--- src/logic/tpg_pkg.sv ---
package tpg_pkg;

  //////////////////////////////
  // Video widths
  //////////////////////////////

  // Bits per colour component
  // Fixed here since video_t needs a constant width
  localparam int unsigned VIDEO_WIDTH = 3;

  // One colour component of a pixel
  typedef logic [VIDEO_WIDTH-1:0] video_t;

  // Column or row position, good up to 1023
  typedef logic [9:0] count_t;

  //////////////////////////////
  // Pattern codes
  //////////////////////////////

  // Codes 7 to 15 are not listed and behave like PAT_OFF
  typedef enum logic [3:0] {
    PAT_OFF     = 4'd0,
    PAT_RED     = 4'd1,
    PAT_GREEN   = 4'd2,
    PAT_BLUE    = 4'd3,
    PAT_CHECKER = 4'd4,
    PAT_BARS    = 4'd5,
    PAT_BORDER  = 4'd6
  } pattern_e;

  //////////////////////////////
  // Lock FSM
  //////////////////////////////

  // Waiting for the first frame start, then running for good
  typedef enum logic {
    LOCK_WAIT = 1'b0,
    LOCK_RUN  = 1'b1
  } lock_state_e;

endpackage
--- src/logic/pattern_channel.sv ---
`timescale 1ns/1ps

module pattern_channel #(
  parameter int CHANNEL      = 0,
  parameter int ACTIVE_COLS  = 640,
  parameter int ACTIVE_ROWS  = 480,
  parameter int CHECKER_LOG2 = 5
) (
  input  logic              i_Clk,
  input  logic              i_arst_n,
  input  tpg_pkg::pattern_e i_Pattern,
  input  tpg_pkg::count_t   i_Col,
  input  tpg_pkg::count_t   i_Row,
  output tpg_pkg::video_t   o_Video
);

  import tpg_pkg::*;

  // All ones for this component
  localparam video_t FULL_SCALE = '1;

  // Solid pattern that lights this unit, 0 red, 1 green, 2 blue
  localparam pattern_e OWN_PAT = pattern_e'((CHANNEL == 0) ? PAT_RED :
                                            (CHANNEL == 1) ? PAT_GREEN : PAT_BLUE);

  // Eight equal bars across the active width
  localparam int BAR_WIDTH = ACTIVE_COLS / 8;

  // Bar index bit for this colour, red is the MSB
  localparam int BAR_BIT = 2 - CHANNEL;

  logic       w_active;
  logic       w_checker;
  logic       w_border;
  count_t     w_bar_quot;
  logic [2:0] w_bar_idx;
  video_t     w_next;

  //////////////////////////////
  // Pattern terms
  //////////////////////////////

  // Inside the visible area
  assign w_active = (i_Col < ACTIVE_COLS) && (i_Row < ACTIVE_ROWS);

  // Squares flip colour every 2**CHECKER_LOG2 pixels
  assign w_checker = i_Col[CHECKER_LOG2] ^ i_Row[CHECKER_LOG2];

  // Last bar absorbs any leftover columns
  assign w_bar_quot = i_Col / count_t'(BAR_WIDTH);
  assign w_bar_idx  = (w_bar_quot > count_t'(7)) ? 3'd7 : w_bar_quot[2:0];

  // Two pixel frame along all four edges
  assign w_border = (i_Row < 2) || (i_Row >= ACTIVE_ROWS - 2) ||
                    (i_Col < 2) || (i_Col >= ACTIVE_COLS - 2);

  //////////////////////////////
  // Pattern select
  //////////////////////////////

  always_comb
  begin
    w_next = '0;
    // Blanking stays black whatever the pattern
    if (w_active)
    begin
      case (i_Pattern)
        PAT_RED, PAT_GREEN, PAT_BLUE:
        begin
          // Only the matching colour lights up
          if (i_Pattern == OWN_PAT)
            w_next = FULL_SCALE;
        end
        PAT_CHECKER:
        begin
          if (w_checker)
            w_next = FULL_SCALE;
        end
        PAT_BARS:
        begin
          // 0 black, 1 blue, 2 green, 4 red, 7 white
          if (w_bar_idx[BAR_BIT])
            w_next = FULL_SCALE;
        end
        PAT_BORDER:
        begin
          if (w_border)
            w_next = FULL_SCALE;
        end
        // Off and the unused codes
        default: w_next = '0;
      endcase
    end
  end

  // One cycle from count to pixel
  always_ff @(posedge i_Clk or negedge i_arst_n)
  begin
    if (!i_arst_n)
      o_Video <= '0;
    else
      o_Video <= w_next;
  end

endmodule

--- config.mk ---
export PLATFORM = sky130hd
export DESIGN_NAME = pattern_channel
export DESIGN_NICKNAME = d
export VERILOG_FILES = /design/src/logic/tpg_pkg.sv /design/src/logic/pattern_channel.sv
export SDC_FILE = /design/constraint.sdc
export NUM_CORES = 1
export LEC_CHECK = 0
export ABC_AREA = 1
export ABC_CLOCK_PERIOD_IN_PS = 800
export BUFFER_PORTS_ARGS = -buffer_cell sky130_fd_sc_hd__buf_2
export CAP_MARGIN = 20
export CORE_AREA = 2 2 39 41
export DETAILED_ROUTE_END_ITERATION = 12
export DIE_AREA = 0 0 41 43
export GPL_TIMING_DRIVEN = 1
export PLACE_DENSITY_LB_ADDON = 0.15
export SETUP_SLACK_MARGIN = 0.4
export SYNTH_ARGS = -nofsm -noshare
export SYNTH_HDL_FRONTEND = slang
export SYNTH_SLANG_ARGS = --single-unit
--- constraint.sdc ---
create_clock -name i_Clk -period 0.8 [get_ports i_Clk]
set_clock_uncertainty 0.1 [all_clocks]
set_input_delay 0.08 -clock i_Clk [delete_from_list [all_inputs] [get_ports i_Clk]]
set_output_delay 0.08 -clock i_Clk [all_outputs]
set_load 0.02 [all_outputs]
## Yosys cells after proc, flatten, opt, wreduce, memory -nomap -nowiden

Cells that the tools add are included.

| cells by class | value |
|---|---|
| multipliers | 0 |
| muxes and demuxes | 7 |
| div/mod/pow operators | 1 |
| bitwise operators | 1 |
| order comparisons | 7 |
| shift-type cells | 0 |
| equal/unequal tests | 6 |
| $add $sub $neg | 0 |
| reduce and logical (&&, ||, !) cells | 5 |

Operator list:

| kind | count |
|---|---|
| less-than comparator 10 x 2 -> 1 bit, second input constant | 2 |
| two-way mux 3 bit | 6 |
| equality test 4 x 3 -> 1 bit, second input constant | 3 |
| one-hot mux 3 bit (4 select lines) | 1 |
| divider 10 x 7 -> 10 bit, second input constant | 1 |
| greater-or-equal comparator 10 bit, second input constant | 1 |
| greater-or-equal comparator 10 x 9 -> 1 bit, second input constant | 1 |
| greater-than comparator 10 x 3 -> 1 bit, second input constant | 1 |
| less-than comparator 10 bit, second input constant | 1 |
| less-than comparator 10 x 9 -> 1 bit, second input constant | 1 |
| equality test 4 x 2 -> 1 bit, second input constant | 2 |
| equality test 4 x 1 -> 1 bit, second input constant | 1 |
| logical OR 1 bit | 3 |
| OR reduction 3 bit | 1 |
| logical AND 1 bit | 1 |
| XOR 1 bit | 1 |

| word-level totals | value |
|---|---|
| memory bits (writable) | 0 |
| memories kept | 0 |
| bits in registers | 3 |
| latch bits | 0 |
| memory bits (read-only) | 0 |

## Longest topological paths before layout

| logic depth | value |
|---|---|
| word-level depth | 7 |
| gate-level depth with buffers | 8 |
| gate-level depth less buffers | 8 |

## Worst setup path after synthesis

Ideal clock, no wire load.

| path | value |
|---|---|
| kind | flip-flop to output port |
| from | register o_Video[1] |
| to | output o_Video[1] |
| setup slack | -7 ps |
| data required time | 620 ps |
| buffers on the path | 1 |
| data arrival time | 627 ps |
| stages on the path, launching flop included | 2 |
| cells stage by stage | dfrtp_1 -> buf_4 |

RTL lines:

| item | RTL line | source |
|---|---|---|
| start: declaration | pattern_channel.sv:14 | `output tpg_pkg::video_t o_Video` |
| start signal: assignment | pattern_channel.sv:102 | `o_Video <= w_next;` |

No word-level cell between the ends.

## Worst setup path after layout

| path | value |
|---|---|
| from | input i_Col[7] |
| to | register o_Video[1] |

| between the ends | value |
|---|---|
| longest elaborated chain between the ends | 6 |

Ends and longest elaborated chain:

| item | RTL line | source |
|---|---|---|
| start: declaration | pattern_channel.sv:12 | `input tpg_pkg::count_t i_Col,` |
| divider 10 x 7 -> 10 bit or less-than comparator 10 x 2 -> 1 bit (tied branches) | pattern_channel.sv:50, pattern_channel.sv:55 |  |
| greater-than comparator 10 x 3 -> 1 bit or logical OR 1 bit (tied branches) | pattern_channel.sv:51, pattern_channel.sv:54 |  |
| two-way mux 3 bit or logical OR 1 bit (tied branches) | pattern_channel.sv:51, pattern_channel.sv:55 |  |
| two-way mux 3 bit, on equally long branches | pattern_channel.sv:82, pattern_channel.sv:87 |  |
| one-hot mux 3 bit (4 select lines) | pattern_channel.sv:67 | `case (i_Pattern)` |
| two-way mux 3 bit * | pattern_channel.sv:65 | `if (w_active)` |

Every way passes the cells marked *; elsewhere a longest branch is shown, timed or not.

==> results.toml <==
[status]
status = "finished, violations left"
violations = "negative hold slack, negative setup slack"

[yosys]
ys_ff_latch = 1
yosysTopAreaCellShare = 0.249
yosys_warnings = 0
synth.distinct_cells = 18
yosysTopAreaCell = "nor2_1"
syn_area_um2 = 287
avgSynthCellArea_um2 = 5.03
synth.net_count = 83
synthTopCellsByArea = "nor2_1, nand2_1, dfrtp_1"
yosysSeqAreaShare = 0.0873
postSynthCellCount = 57

[timing]
finalHoldWorstSlack_ns = -0.246
timing.slew.headroom = 0.864
setup_slack_ns = -0.140
worstMarginPinSlew_ns = 0.203
final_hold_viol_count = 1
rsz0062_at_grt = "true"
min_period_ns = 0.940
timing.final.crit_share = 1.17
setup_viol = 1
max_freq_mhz = 1060
maxSlewViolCount = 0

[floorplan]
dieArea_um2 = 1760
die_y_um = 43
core_area_um2 = 1380
ios = 29
die_w_um = 41
initial_core_util = 0.207
row_count = 14

[worst_setup_path]
crit_type = "in2reg"
crit_path_max_fanout = 3
cp-start-kind = "input port"
cp-end-kind = "flip-flop"
required_ns = 0.62
critPathArrivalTime_ns = 0.76

[layout]
design_area_um2 = 548
syn_to_final_growth_pct = 91.3
finalNetCount = 111
top_register = "o_Video"
largest_reg_flops = 1
top_regs = "o_Video: 1 flops"
drive_above_1_share = 0.506
antenna-diode-count = 0

[route]
wire_per_inst_um = 7.85
drc = 0
drt-initial-drc-count = 3
routed_wl_um = 777
via_per_inst = 4.17
dr.pass1.iters = 2
final_antenna_net_count = 0
vias = 413

[pwr]
peakVddDrop_mv = 0.122
p_seq_frac = 0.203
p_leak_uw = 0.000258
p_int_uw = 168
p_switching_uw = 94.5
pwr-share-clk = 0
powerDensity_nw_per_um2 = 478
switching_share = 0.361
pwr-share-comb = 0.797
power_uw = 262

[grt]
overflow = 0
grt_pass1_vias = 341
grt_start_max_net_pins = 5
grt_antenna_before_repair = 0
grt_usage = 0.0869
grt_pass1_wl_um = 1160

[hold_path]
worstHoldPathType = "in2async"

[placed_design]
dpl_cell_area_um2 = 430
dp_hpwl_um = 645
gp_congestion = 0.622
io_buffers = 26

[cts]
path_clk_slew_ns = 0

[job]
max_cap_violations = 0
-- critical path, cell delays in order --
cell and delay (ns):
buf_6 0.10, nor2_4 0.13, buf_4 0.12, nor2_1 0.03, nor2_1 0.08, o211ai_1 0.11, a21oi_2 0.11
-- path summary, 6_finish.rpt --
path | from | to | slack, ns | depth (start not counted)
hold / removal | i_arst_n | o_Video[1] | -0.25 | 1
max in group asynchronous | i_arst_n | o_Video[1] | 0.75 | 1
setup / recovery | i_Col[7] | o_Video[1] | -0.14 | 7
min in group i_Clk | i_Row[9] | o_Video[1] | 0.30 | 4
-- cell usage after synthesis --
cell type,number
nor2_1,19
a2bb2oi_1,1
xnor2_1,1
inv_1,6
buf_4,2
dfrtp_1,1
a21oi_2,1
o21ai_1,1
nor3_1,2
o21ai_0,1
nand4_1,1
nor2_4,1
nand3_1,3
nand2_2,1
nand2_1,13
nor2_2,1
o211ai_1,1
a21oi_1,1
-- placed cells by master (no fill, tap or decap), types with 2 or more instances in the layout --
cell type   n
a21oi_2     2
buf_2      14
buf_4       3
buf_6      11
inv_1       6
nand2_1    12
nand2_2     2
nand3_1     2
nor2_1     14
nor2_2      4
nor2_4      3
-- timing repair --
item,4_1_cts,5_1_grt
gates cloned,0,0
endpoints found under the setup margin,4,4
resized for setup,10,18
hold endpoints to repair,1,1
pin swaps,5,12
buffers inserted,1,0
-- routing by layer --
layer / track usage / vias up / share of wire
met5: 0 / - / 0
met4: 0 / 0 / 0
met3: 0 / 0 / 0.066
met2: 0.166 / 14 / 0.54
met1: 0.108 / 168 / 0.39
li1: - / 231 / -
-- cell type report --
| class | count | area [um^2] |
|---|---|---|
| Fill cell | 162 | 836 |
| Inverter | 6 | 22.5 |
| Multi-Input combinational cell | 48 | 263 |
| Sequential cell | 1 | 26.3 |
| Tap cell | 16 | 20.0 |
| Timing Repair Buffer | 28 | 216 |
-- stage by stage --
stage          setup slack, ns  TNS [ns]  hold WS (ns)  instances  utilization
2_1_floorplan           0.0285         0        -0.316         57            -
3_3_place_gp            -0.160    -0.160        -0.244         98        0.311
3_5_place_dp            -0.179    -0.179        -0.245         98        0.311
4_1_cts                 -0.165    -0.165        -0.245         99        0.344
5_1_grt                 -0.222    -0.222        -0.242         99        0.396
6_report                -0.140    -0.140        -0.246         99        0.396
-- power groups by stage --
stage          clock network, uW  logic, uW  registers (uW)
5_1_grt                        0        233            53.5
2_1_floorplan                  0       69.1            54.1
3_5_place_dp                   0        158            52.8
3_3_place_gp                   0        158            52.7
4_1_cts                        0        175            53.3
6_report                       0        209            53.3
-- cell families (layout without fill, tap and decap cells) --
family | count (synthesis) | in the layout | share of synthesized area
XOR/XNOR | 1 | 1 | 0.0306
buffers and inverters | 8 | 34 | 0.131
flip-flops | 1 | 1 | 0.0873
AO/OA/AOI/OAI | 6 | 6 | 0.140
AND/OR/NAND/NOR | 41 | 41 | 0.611
Power figures use the tool's default switching activity.
